### src/rtl/thr_accel_macros.svh
/* Register map, word width and FIFO depth of the threshold accelerator.
   Included by the package and by every RTL file that needs these values. */
`ifndef THR_ACCEL_MACROS_SVH
`define THR_ACCEL_MACROS_SVH

`define THR_DATA_W      32
`define THR_SIZE_W      10
`define THR_FIFO_DEPTH  4

// Byte offsets on the register port
`define THR_REG_SRC     8'h00
`define THR_REG_DST     8'h04
`define THR_REG_THR     8'h08
`define THR_REG_READY   8'h0C
`define THR_REG_SIZE    8'h10
`define THR_REG_START   8'h14
`define THR_REG_CLIP    8'h18

`endif

### src/rtl/thr_accel_pkg.sv
/* Shared types of the threshold accelerator.
   Blocks refer to them by scoped names. */
`include "thr_accel_macros.svh"

package thr_accel_pkg;

  // Data word on both memory channels and the register port
  typedef logic [`THR_DATA_W-1:0] word_t;

  // Byte address
  typedef logic [31:0] addr_t;

  // Word count of a job, also the width of the clipped count
  typedef logic [`THR_SIZE_W-1:0] size_t;

  // FIFO occupancy, wraps to zero when full
  typedef logic [$clog2(`THR_FIFO_DEPTH)-1:0] usage_t;

  // Top job sequencing
  typedef enum logic [1:0] {
    READY,
    STARTING,
    RUNNING
  } job_state_e;

  // Read master
  typedef enum logic {
    RD_IDLE,
    RD_ON
  } rd_state_e;

  // Write master
  typedef enum logic {
    WR_IDLE,
    WR_ON
  } wr_state_e;

endpackage

### src/rtl/thr_cfg_if.sv
/* Job configuration from the register block to the execute and result blocks,
   with the done pulse and clipped count going back. */
`timescale 1ns/1ps

interface thr_cfg_if;

  thr_accel_pkg::addr_t src_addr;
  thr_accel_pkg::addr_t dst_addr;
  thr_accel_pkg::word_t threshold;
  thr_accel_pkg::size_t size;
  logic                 start;
  logic                 done;
  thr_accel_pkg::size_t clip_cnt;

  modport regs (
    output src_addr, dst_addr, threshold, size, start,
    input  done, clip_cnt
  );

  modport engine (input start, src_addr, size);

  modport result (
    input  start, dst_addr, threshold,
    output done, clip_cnt
  );

endinterface

### src/rtl/thr_stream_if.sv
/* FIFO head and read status from the execute block to the result block,
   with the pop strobe going back. */
`timescale 1ns/1ps

interface thr_stream_if;

  thr_accel_pkg::word_t data;
  logic                 empty;
  logic                 rd_busy;
  logic                 pop;

  modport engine (
    output data, empty, rd_busy,
    input  pop
  );

  modport result (
    input  data, empty, rd_busy,
    output pop
  );

endinterface

### src/rtl/thr_accel_engine.sv
/* Read side of a job. Issues word reads from the source address while there
   is room for the answers, and pushes each returning word into the FIFO. */
`timescale 1ns/1ps
`include "thr_accel_macros.svh"

module thr_accel_engine (
  input  logic                 clk_i,
  input  logic                 rst_ni,
  thr_cfg_if.engine            cfg,
  thr_stream_if.engine         strm,
  output logic                 rd_req_o,
  output thr_accel_pkg::addr_t rd_addr_o,
  input  logic                 rd_gnt_i,
  input  logic                 rd_rvalid_i,
  input  thr_accel_pkg::word_t rd_rdata_i
);

  localparam int unsigned OUT_W = $clog2(`THR_FIFO_DEPTH) + 1;
  // Stored plus outstanding words stay below this before a new request
  localparam logic [OUT_W-1:0] FILL_LIMIT = OUT_W'(`THR_FIFO_DEPTH - 1);

  thr_accel_pkg::rd_state_e rd_state_q;
  thr_accel_pkg::rd_state_e rd_state_d;
  thr_accel_pkg::addr_t     rd_ptr_q;
  thr_accel_pkg::size_t     cnt_q;
  logic [OUT_W-1:0]         out_q;
  logic [OUT_W-1:0]         fill;
  logic                     room;
  logic                     rd_fire;
  logic                     fifo_flush;
  logic                     fifo_full;
  thr_accel_pkg::usage_t    fifo_usage;

  assign rd_addr_o = rd_ptr_q;
  assign rd_fire   = rd_req_o && rd_gnt_i;

  // Back-pressure, counting answers still on their way
  assign fill = {1'b0, fifo_usage} + out_q;
  assign room = !fifo_full && (fill < FILL_LIMIT);

  assign strm.rd_busy = (rd_state_q == thr_accel_pkg::RD_ON) || (out_q != '0);

  always_comb begin
    rd_state_d = rd_state_q;
    rd_req_o   = 1'b0;
    fifo_flush = 1'b0;
    unique case (rd_state_q)
      thr_accel_pkg::RD_IDLE: begin
        if (cfg.start) begin
          fifo_flush = 1'b1;
          rd_state_d = thr_accel_pkg::RD_ON;
        end
      end
      thr_accel_pkg::RD_ON: begin
        if (cnt_q == '0) begin
          rd_state_d = thr_accel_pkg::RD_IDLE;
        end else begin
          rd_req_o = room;
        end
      end
      default: rd_state_d = thr_accel_pkg::RD_IDLE;
    endcase
  end

  always_ff @(posedge clk_i or negedge rst_ni) begin
    if (!rst_ni) begin
      rd_state_q <= thr_accel_pkg::RD_IDLE;
      rd_ptr_q   <= '0;
      cnt_q      <= '0;
      out_q      <= '0;
    end else begin
      rd_state_q <= rd_state_d;
      if (cfg.start) begin
        rd_ptr_q <= cfg.src_addr;
        cnt_q    <= cfg.size;
      end else if (rd_fire) begin
        rd_ptr_q <= rd_ptr_q + 32'd4;
        cnt_q    <= cnt_q - 1'b1;
      end
      // Grants in, answers out
      out_q <= out_q + OUT_W'(rd_fire) - OUT_W'(rd_rvalid_i);
    end
  end

  thr_accel_fifo u_fifo (
    .clk_i   (clk_i),
    .rst_ni  (rst_ni),
    .flush_i (fifo_flush),
    .push_i  (rd_rvalid_i),
    .data_i  (rd_rdata_i),
    .pop_i   (strm.pop),
    .data_o  (strm.data),
    .full_o  (fifo_full),
    .empty_o (strm.empty),
    .usage_o (fifo_usage)
  );

endmodule

### src/rtl/thr_accel_fifo.sv
/* Small synchronous word FIFO between the read and write masters.
   Flush empties it in one cycle; usage wraps to zero when full. */
`timescale 1ns/1ps
`include "thr_accel_macros.svh"

module thr_accel_fifo (
  input  logic                  clk_i,
  input  logic                  rst_ni,
  input  logic                  flush_i,
  input  logic                  push_i,
  input  thr_accel_pkg::word_t  data_i,
  input  logic                  pop_i,
  output thr_accel_pkg::word_t  data_o,
  output logic                  full_o,
  output logic                  empty_o,
  output thr_accel_pkg::usage_t usage_o
);

  localparam int unsigned DEPTH = `THR_FIFO_DEPTH;
  localparam int unsigned PTR_W = $clog2(DEPTH);

  thr_accel_pkg::word_t mem_q [DEPTH];
  logic [PTR_W-1:0]     wr_ptr_q;
  logic [PTR_W-1:0]     rd_ptr_q;
  logic [PTR_W:0]       count_q;
  logic                 do_push;
  logic                 do_pop;

  assign full_o  = (count_q == (PTR_W+1)'(DEPTH));
  assign empty_o = (count_q == '0);
  assign usage_o = count_q[PTR_W-1:0];
  assign data_o  = mem_q[rd_ptr_q];

  // Overflow and underflow requests are dropped
  assign do_push = push_i && !full_o;
  assign do_pop  = pop_i && !empty_o;

  always_ff @(posedge clk_i) begin
    if (do_push) begin
      mem_q[wr_ptr_q] <= data_i;
    end
  end

  always_ff @(posedge clk_i or negedge rst_ni) begin
    if (!rst_ni) begin
      wr_ptr_q <= '0;
      rd_ptr_q <= '0;
      count_q  <= '0;
    end else if (flush_i) begin
      wr_ptr_q <= '0;
      rd_ptr_q <= '0;
      count_q  <= '0;
    end else begin
      if (do_push) wr_ptr_q <= wr_ptr_q + PTR_W'(1);
      if (do_pop)  rd_ptr_q <= rd_ptr_q + PTR_W'(1);
      count_q <= count_q + (PTR_W+1)'(do_push) - (PTR_W+1)'(do_pop);
    end
  end

endmodule

### src/rtl/thr_accel_regs.sv
/* Register decoder and job sequencer. Holds the programmed registers,
   turns a start write into a single start pulse and tracks the job state. */
`timescale 1ns/1ps
`include "thr_accel_macros.svh"

module thr_accel_regs (
  input  logic                 clk_i,
  input  logic                 rst_ni,
  input  logic                 reg_valid_i,
  input  logic                 reg_write_i,
  input  logic [7:0]           reg_addr_i,
  input  thr_accel_pkg::word_t reg_wdata_i,
  output thr_accel_pkg::word_t reg_rdata_o,
  thr_cfg_if.regs              cfg
);

  thr_accel_pkg::addr_t      src_q;
  thr_accel_pkg::addr_t      dst_q;
  thr_accel_pkg::word_t      thr_q;
  thr_accel_pkg::size_t      size_q;
  logic                      ready_q;
  logic                      start_q;
  logic                      start_pending_q;
  logic                      reg_wr;
  thr_accel_pkg::job_state_e state_q;
  thr_accel_pkg::job_state_e state_d;

  assign reg_wr = reg_valid_i && reg_write_i;

  assign cfg.src_addr  = src_q;
  assign cfg.dst_addr  = dst_q;
  assign cfg.threshold = thr_q;
  assign cfg.size      = size_q;
  assign cfg.start     = (state_q == thr_accel_pkg::STARTING);

  // Read data is returned in the access cycle
  always_comb begin
    reg_rdata_o = '0;
    if (reg_valid_i) begin
      case (reg_addr_i)
        `THR_REG_SRC:   reg_rdata_o = src_q;
        `THR_REG_DST:   reg_rdata_o = dst_q;
        `THR_REG_THR:   reg_rdata_o = thr_q;
        `THR_REG_READY: reg_rdata_o = {{(`THR_DATA_W-1){1'b0}}, ready_q};
        `THR_REG_SIZE:  reg_rdata_o = {{(`THR_DATA_W-`THR_SIZE_W){1'b0}}, size_q};
        `THR_REG_START: reg_rdata_o = {{(`THR_DATA_W-1){1'b0}}, start_q};
        `THR_REG_CLIP:  reg_rdata_o = {{(`THR_DATA_W-`THR_SIZE_W){1'b0}}, cfg.clip_cnt};
        default:        reg_rdata_o = '0;
      endcase
    end
  end

  always_ff @(posedge clk_i or negedge rst_ni) begin
    if (!rst_ni) begin
      src_q   <= '0;
      dst_q   <= '0;
      thr_q   <= '0;
      size_q  <= '0;
      ready_q <= 1'b0;
      start_q <= 1'b0;
    end else begin
      if (reg_wr) begin
        case (reg_addr_i)
          `THR_REG_SRC:   src_q   <= reg_wdata_i;
          `THR_REG_DST:   dst_q   <= reg_wdata_i;
          `THR_REG_THR:   thr_q   <= reg_wdata_i;
          `THR_REG_SIZE:  size_q  <= reg_wdata_i[`THR_SIZE_W-1:0];
          `THR_REG_START: start_q <= reg_wdata_i[0];
          default: ;
        endcase
      end else begin
        // Start is a strobe, cleared by any idle register cycle
        start_q <= 1'b0;
      end
      // Done wins over a software write of ready
      if (cfg.done) begin
        ready_q <= 1'b1;
      end else if (reg_wr && reg_addr_i == `THR_REG_READY) begin
        ready_q <= reg_wdata_i[0];
      end else if (cfg.start) begin
        ready_q <= 1'b0;
      end
    end
  end

  // Zero-size starts never become pending
  always_ff @(posedge clk_i or negedge rst_ni) begin
    if (!rst_ni) begin
      start_pending_q <= 1'b0;
    end else if (cfg.start) begin
      start_pending_q <= 1'b0;
    end else if (start_q && size_q != '0) begin
      start_pending_q <= 1'b1;
    end
  end

  always_comb begin
    state_d = state_q;
    unique case (state_q)
      thr_accel_pkg::READY:    if (start_pending_q) state_d = thr_accel_pkg::STARTING;
      thr_accel_pkg::STARTING: state_d = thr_accel_pkg::RUNNING;
      thr_accel_pkg::RUNNING:  if (cfg.done) state_d = thr_accel_pkg::READY;
      default:                 state_d = thr_accel_pkg::READY;
    endcase
  end

  always_ff @(posedge clk_i or negedge rst_ni) begin
    if (!rst_ni) begin
      state_q <= thr_accel_pkg::READY;
    end else begin
      state_q <= state_d;
    end
  end

endmodule

### src/rtl/thr_accel_result.sv
/* Write side of a job. Clips each FIFO word against the threshold, writes it
   to the destination and signals done once nothing is left in flight. */
`timescale 1ns/1ps

module thr_accel_result (
  input  logic                 clk_i,
  input  logic                 rst_ni,
  thr_cfg_if.result            cfg,
  thr_stream_if.result         strm,
  output logic                 wr_req_o,
  output thr_accel_pkg::addr_t wr_addr_o,
  output thr_accel_pkg::word_t wr_wdata_o,
  input  logic                 wr_gnt_i
);

  thr_accel_pkg::wr_state_e wr_state_q;
  thr_accel_pkg::wr_state_e wr_state_d;
  thr_accel_pkg::addr_t     wr_ptr_q;
  thr_accel_pkg::size_t     clip_q;
  logic                     below;
  logic                     wr_fire;
  logic                     done;

  // Unsigned compare, words under the threshold go out as zero
  assign below      = (strm.data < cfg.threshold);
  assign wr_wdata_o = below ? '0 : strm.data;
  assign wr_addr_o  = wr_ptr_q;
  assign wr_fire    = wr_req_o && wr_gnt_i;

  assign strm.pop     = wr_fire;
  assign cfg.done     = done;
  assign cfg.clip_cnt = clip_q;

  always_comb begin
    wr_state_d = wr_state_q;
    wr_req_o   = 1'b0;
    done       = 1'b0;
    unique case (wr_state_q)
      thr_accel_pkg::WR_IDLE: begin
        if (cfg.start) wr_state_d = thr_accel_pkg::WR_ON;
      end
      thr_accel_pkg::WR_ON: begin
        if (strm.empty && !strm.rd_busy) begin
          // Last word written and no read left outstanding
          done       = 1'b1;
          wr_state_d = thr_accel_pkg::WR_IDLE;
        end else begin
          wr_req_o = !strm.empty;
        end
      end
      default: wr_state_d = thr_accel_pkg::WR_IDLE;
    endcase
  end

  always_ff @(posedge clk_i or negedge rst_ni) begin
    if (!rst_ni) begin
      wr_state_q <= thr_accel_pkg::WR_IDLE;
      wr_ptr_q   <= '0;
      clip_q     <= '0;
    end else begin
      wr_state_q <= wr_state_d;
      if (cfg.start) begin
        wr_ptr_q <= cfg.dst_addr;
        clip_q   <= '0;
      end else if (wr_fire) begin
        wr_ptr_q <= wr_ptr_q + 32'd4;
        if (below) clip_q <= clip_q + 1'b1;
      end
    end
  end

endmodule

### src/rtl/thr_accel_top.sv
/* Top of the threshold accelerator. Register port plus one memory read
   and one memory write channel, all as plain ports. */
`timescale 1ns/1ps

module thr_accel_top (
  input  logic                 clk_i,
  input  logic                 rst_ni,
  // Register port
  input  logic                 reg_valid_i,
  input  logic                 reg_write_i,
  input  logic [7:0]           reg_addr_i,
  input  thr_accel_pkg::word_t reg_wdata_i,
  output thr_accel_pkg::word_t reg_rdata_o,
  // Memory read channel
  output logic                 rd_req_o,
  output thr_accel_pkg::addr_t rd_addr_o,
  input  logic                 rd_gnt_i,
  input  logic                 rd_rvalid_i,
  input  thr_accel_pkg::word_t rd_rdata_i,
  // Memory write channel
  output logic                 wr_req_o,
  output thr_accel_pkg::addr_t wr_addr_o,
  output thr_accel_pkg::word_t wr_wdata_o,
  input  logic                 wr_gnt_i
);

  thr_cfg_if    cfg_if ();
  thr_stream_if strm_if ();

  thr_accel_regs u_regs (
    .clk_i       (clk_i),
    .rst_ni      (rst_ni),
    .reg_valid_i (reg_valid_i),
    .reg_write_i (reg_write_i),
    .reg_addr_i  (reg_addr_i),
    .reg_wdata_i (reg_wdata_i),
    .reg_rdata_o (reg_rdata_o),
    .cfg         (cfg_if.regs)
  );

  thr_accel_engine u_engine (
    .clk_i       (clk_i),
    .rst_ni      (rst_ni),
    .cfg         (cfg_if.engine),
    .strm        (strm_if.engine),
    .rd_req_o    (rd_req_o),
    .rd_addr_o   (rd_addr_o),
    .rd_gnt_i    (rd_gnt_i),
    .rd_rvalid_i (rd_rvalid_i),
    .rd_rdata_i  (rd_rdata_i)
  );

  thr_accel_result u_result (
    .clk_i      (clk_i),
    .rst_ni     (rst_ni),
    .cfg        (cfg_if.result),
    .strm       (strm_if.result),
    .wr_req_o   (wr_req_o),
    .wr_addr_o  (wr_addr_o),
    .wr_wdata_o (wr_wdata_o),
    .wr_gnt_i   (wr_gnt_i)
  );

endmodule

### config.mk
export PLATFORM = sky130hd
export DESIGN_NAME = thr_accel_top
export DESIGN_NICKNAME = d
export VERILOG_FILES = /design/src/rtl/thr_accel_pkg.sv /design/src/rtl/thr_cfg_if.sv /design/src/rtl/thr_stream_if.sv /design/src/rtl/thr_accel_engine.sv /design/src/rtl/thr_accel_fifo.sv /design/src/rtl/thr_accel_regs.sv /design/src/rtl/thr_accel_result.sv /design/src/rtl/thr_accel_top.sv
export VERILOG_INCLUDE_DIRS = /design/src /design/src/rtl
export SDC_FILE = /design/constraint.sdc
export NUM_CORES = 1
export LEC_CHECK = 0
export BUFFER_PORTS_ARGS = -buffer_cell sky130_fd_sc_hd__buf_2
export CORE_MARGIN = 2
export CORE_UTILIZATION = 55
export DETAILED_ROUTE_END_ITERATION = 12
export GPL_TIMING_DRIVEN = 0
export PLACE_DENSITY = 0.76
export SYNTH_ARGS = -nofsm -noshare
export SYNTH_HDL_FRONTEND = slang
export SYNTH_HIERARCHICAL = 1
export SYNTH_SLANG_ARGS = --single-unit
### constraint.sdc
create_clock -name clk_i -period 3.72 [get_ports clk_i]
set_input_delay 0.372 -clock clk_i [delete_from_list [all_inputs] [get_ports clk_i]]
set_output_delay 0.372 -clock clk_i [all_outputs]
set_load 0.01 [all_outputs]
==> out/results.md <==
* met1 track demand over resource: 37.5%
* setup_tns: -7.39 ns
* global-route wire length before repair: 67,400 µm
* worst min-delay path category: in -> reg
* number of instances in the synthesized netlist: 1,291
* type of destination of the critical path: output pin
* DR iter-0 viols: 1,122
* normalized max-slew margin: 35.3%
* depth of the most critical reg-to-reg path: 13
* Seq cells post-synth: 335
* period utilization: 107%
* top library cells by usage in the layout, fill and taps aside: sky130_fd_sc_hd__buf_2, sky130_fd_sc_hd__dfrtp_1, sky130_fd_sc_hd__edfxtp_1
* met2 track utilization from global routing: 46.3%
* count of placed standard cells including taps: 1,888
* Post-synth EDFFs: 128
* clk_lat worst skew: 0.53 ns
* busiest layer in global routing: met2
* destination of the worst register-to-register timing path: u_result/cfg.clip_cnt[6]
* Synth Flop Type: sky130_fd_sc_hd__dfrtp_1
* number of buffers added by the clock tree synthesis step: 37
* setup slack of the worst register-to-register path: 0.22 ns
* I/O pin total: 209
* final instance area: 19,700 µm²
* detailed-route wire length per cell: 22.5 µm
* global placer's final weighted congestion: 0.907
* DRC Markers: 0
* Lkg Pwr: 8.04 nW
* cell depth of the worst min-delay path: 1
* post-layout min period: 3.98 ns
* horizontal die dimension: 177 µm
* number of levels in the clock H-tree: 2
* reg-to-reg critical path startpoint: u_engine/u_fifo/rd_ptr_q[0]
* average cell area after synthesis: 12.8 µm²
* initial antenna violation count: 2
* sum of buffers and inverters on the critical path: 6
* maximum fanout count along the critical path: 10
* endpoint required time on the critical path: 3.35 ns
* clock tree from TritonCTS: yes
* total die area: 31,400 µm²
* Vias/cell: 6.04
* Crit path max-delay family: buffers and inverters
* count of buffers from port buffering: 206
* critical path's largest stage delay: 0.52 ns
* count of yosys warnings during synthesis: 6
* ys async rst share: 61.8%
* slew at the pin closest to its max-slew limit: 0.968 ns
* final-report max-slew violation count: 0
* final worst slack: -0.255 ns
* setup repair after global routing missed its margin: true
* type of the worst setup path: reg -> out
* core area: 29,600 µm²
* worst endpoint data arrival time: 3.60 ns
* worst slack after detailed placement: -1.09 ns
* Critical Path Start Type: flop
* clock skew after layout: 0.0249 ns
* length of the first detailed-routing pass in iterations: 6
* ordered cell list for the critical path: buf_6, buf_12, buf_12, mux4_2, ha_1, a21oi_1, o21ai_0, a221oi_2, buf_4, nand2_2, nor2_4, clkbuf_8, nor2b_1, buf_2
* worst hold slack: 0.0576 ns
* clk slew on worst S/H paths: 0.06 ns
* most common library cell in the layout ignoring fill and taps: sky130_fd_sc_hd__buf_2
* post-synth cell types: 72
* initial standard-cell utilization of the core: 55.8%
* number of buffers between clock root and the deepest sink: 3
* remaining antenna violation count: 0
* relative area change from synthesis to final layout: 19.3%
* HPWL after DPL: 31,600 µm
* hold path startpoint: rd_rdata_i[19]
* Global Route Usage Sum: 28.3%
* clk root buf: sky130_fd_sc_hd__clkbuf_16
* share of synthesized area occupied by flip-flops and latches: 54.7%
* CTS sink count: 335
* max cap viols: 0
* cell with the largest stage delay on the worst path: sky130_fd_sc_hd__mux4_2
* Power Density: 619 nW/µm²
* final instance count without filler cells: 1,973
* vias in the first global route: 11.9k
* Hold EP: u_engine/u_fifo/mem_q[1][19]
* wire length after detailed routing: 44,500 µm
* cell repeated most along the worst path: sky130_fd_sc_hd__buf_12
* Placed Instance Area: 18,000 µm²
* global routing usage on met3: 5.33%
* total vias in the final route: 11.9k
* Die Ht: 177 µm
* Post-Syn Nets: 1,417
* Final Hold Vio Count: 0
* Final Power: 12.2 mW
* number of cell rows: 63
* largest net degree at the start of global routing: 112
* run status: finished with violations
* Max Freq: 0.252 GHz
* number of nets in the finished design: 1,677
* grt total ovfl: 0
* number of failing setup endpoints in the final timing report: 32
* post-route core utilization: 66.5%
* maximum ir drop on the vdd rail: 0.000598 V
* ratio of cells with drive above 1 in the final layout: 33.4%
* failing checks: negative setup slack
* Netlist Area Pre-Place: 16,500 µm²
-- per-layer routing --
layer,vias to the layer above,wire (µm)
met5,-,0
met4,0,1530
met3,90,3290
met2,515,21700
met1,5996,18000
li1,5316,-
-- logic make-up after synthesis --
group | share of synthesized area [%]
and+or+nand+nor | 12.8
DFF | 54.7
muxes | 14.9
AOI/OAI and AO/OA | 6.49
buffers and inverters | 3.69
xor gates and xnor gates | 3.67
adders and majority gates | 3.70
-- where the power goes --
| part | total [mW] | leakage (nW) | internal (mW) | switching, mW |
|---|---|---|---|---|
| logic | 3.77 | 3.73 | 1.70 | 2.07 |
| clock network | 3.57 | 0.558 | 2.10 | 1.47 |
| registers | 4.84 | 3.74 | 4.44 | 0.407 |
-- Yosys cell counts, types with 6 or more instances --
cell                       instances  area share [%]
sky130_fd_sc_hd__a21oi_1          26            0.79
sky130_fd_sc_hd__a222oi_1         22             1.3
sky130_fd_sc_hd__a22oi_1          21            0.96
sky130_fd_sc_hd__and3_1            8            0.30
sky130_fd_sc_hd__and4_1            6            0.32
sky130_fd_sc_hd__buf_2            15            0.46
sky130_fd_sc_hd__buf_6            12            0.82
sky130_fd_sc_hd__clkbuf_1         31            0.71
sky130_fd_sc_hd__dfrtp_1         207              31
sky130_fd_sc_hd__edfxtp_1        128              23
sky130_fd_sc_hd__ha_1             44             3.3
sky130_fd_sc_hd__inv_1            58             1.3
sky130_fd_sc_hd__mux2_2          111             7.6
sky130_fd_sc_hd__mux2_4           20             1.8
sky130_fd_sc_hd__mux2i_1           8            0.49
sky130_fd_sc_hd__mux4_1           26             4.1
sky130_fd_sc_hd__mux4_2            6            0.82
sky130_fd_sc_hd__nand2_1         107             2.4
sky130_fd_sc_hd__nand2b_1          9            0.34
sky130_fd_sc_hd__nand3_1          35             1.1
sky130_fd_sc_hd__nand4_1          15            0.57
sky130_fd_sc_hd__nor2_1           54             1.2
sky130_fd_sc_hd__nor2b_1          42             1.6
sky130_fd_sc_hd__nor3_1           25            0.76
sky130_fd_sc_hd__nor4_1           21            0.80
sky130_fd_sc_hd__o21ai_0          61             1.9
sky130_fd_sc_hd__o21ai_1           7            0.21
sky130_fd_sc_hd__o22ai_1           9            0.34
sky130_fd_sc_hd__o31ai_1           7            0.32
sky130_fd_sc_hd__or4_1             9            0.41
sky130_fd_sc_hd__xnor2_1          42             2.2
sky130_fd_sc_hd__xor2_1           27             1.4
-- registers in the layout, indices dropped and copies added, names as in the netlist, 3 cells and up --
name                     count
u_engine/u_fifo/mem_q      128
u_engine/rd_addr_o          32
u_regs/cfg.dst_addr         32
u_regs/cfg.src_addr         32
u_regs/cfg.threshold        32
u_result/wr_addr_o          32
u_engine/cnt_q              10
u_regs/cfg.size             10
u_result/cfg.clip_cnt       10
u_engine/out_q               3
u_engine/u_fifo/count_q      3
-- final cells by class --
cell class / instances / area (µm²)
clock inverters: 14 / 139
clock buffers: 54 / 1040
repair buffers: 221 / 1230
flip-flops and latches: 335 / 9020
inverters: 58 / 218
fillers: 2196 / 9890
diodes: 3 / 7.51
plain buffers: 66 / 458
well taps: 390 / 488
multi-input cells: 832 / 7060
-- what timing repair did --
action / CTS / global route
setup buffers: 9 / 3
pin swaps: 8 / 2
endpoints found under the hold margin: 96 / 0
setup endpoints to repair: 42 / 34
gates resized for setup: 77 / 7
hold buffers: 1 / 0
gates cloned: 0 / 1
-- worst max-delay path by stage --
| stage | startpoint | to | cells past startpoint |
|---|---|---|---|
| after floorplan | u_engine/u_fifo/rd_ptr_q[0] | wr_wdata_o[10] | 11 |
| after global placement | rst_ni | u_engine/rd_addr_o[12] | 1 |
| after detailed placement | u_engine/u_fifo/rd_ptr_q[0] | wr_wdata_o[20] | 12 |
| after CTS | u_engine/u_fifo/rd_ptr_q[0] | wr_wdata_o[7] | 12 |
| after global routing | u_engine/u_fifo/rd_ptr_q[0] | wr_wdata_o[6] | 14 |
| final | u_engine/u_fifo/rd_ptr_q[0] | wr_wdata_o[6] | 14 |
Power figures use the tool's default switching activity.
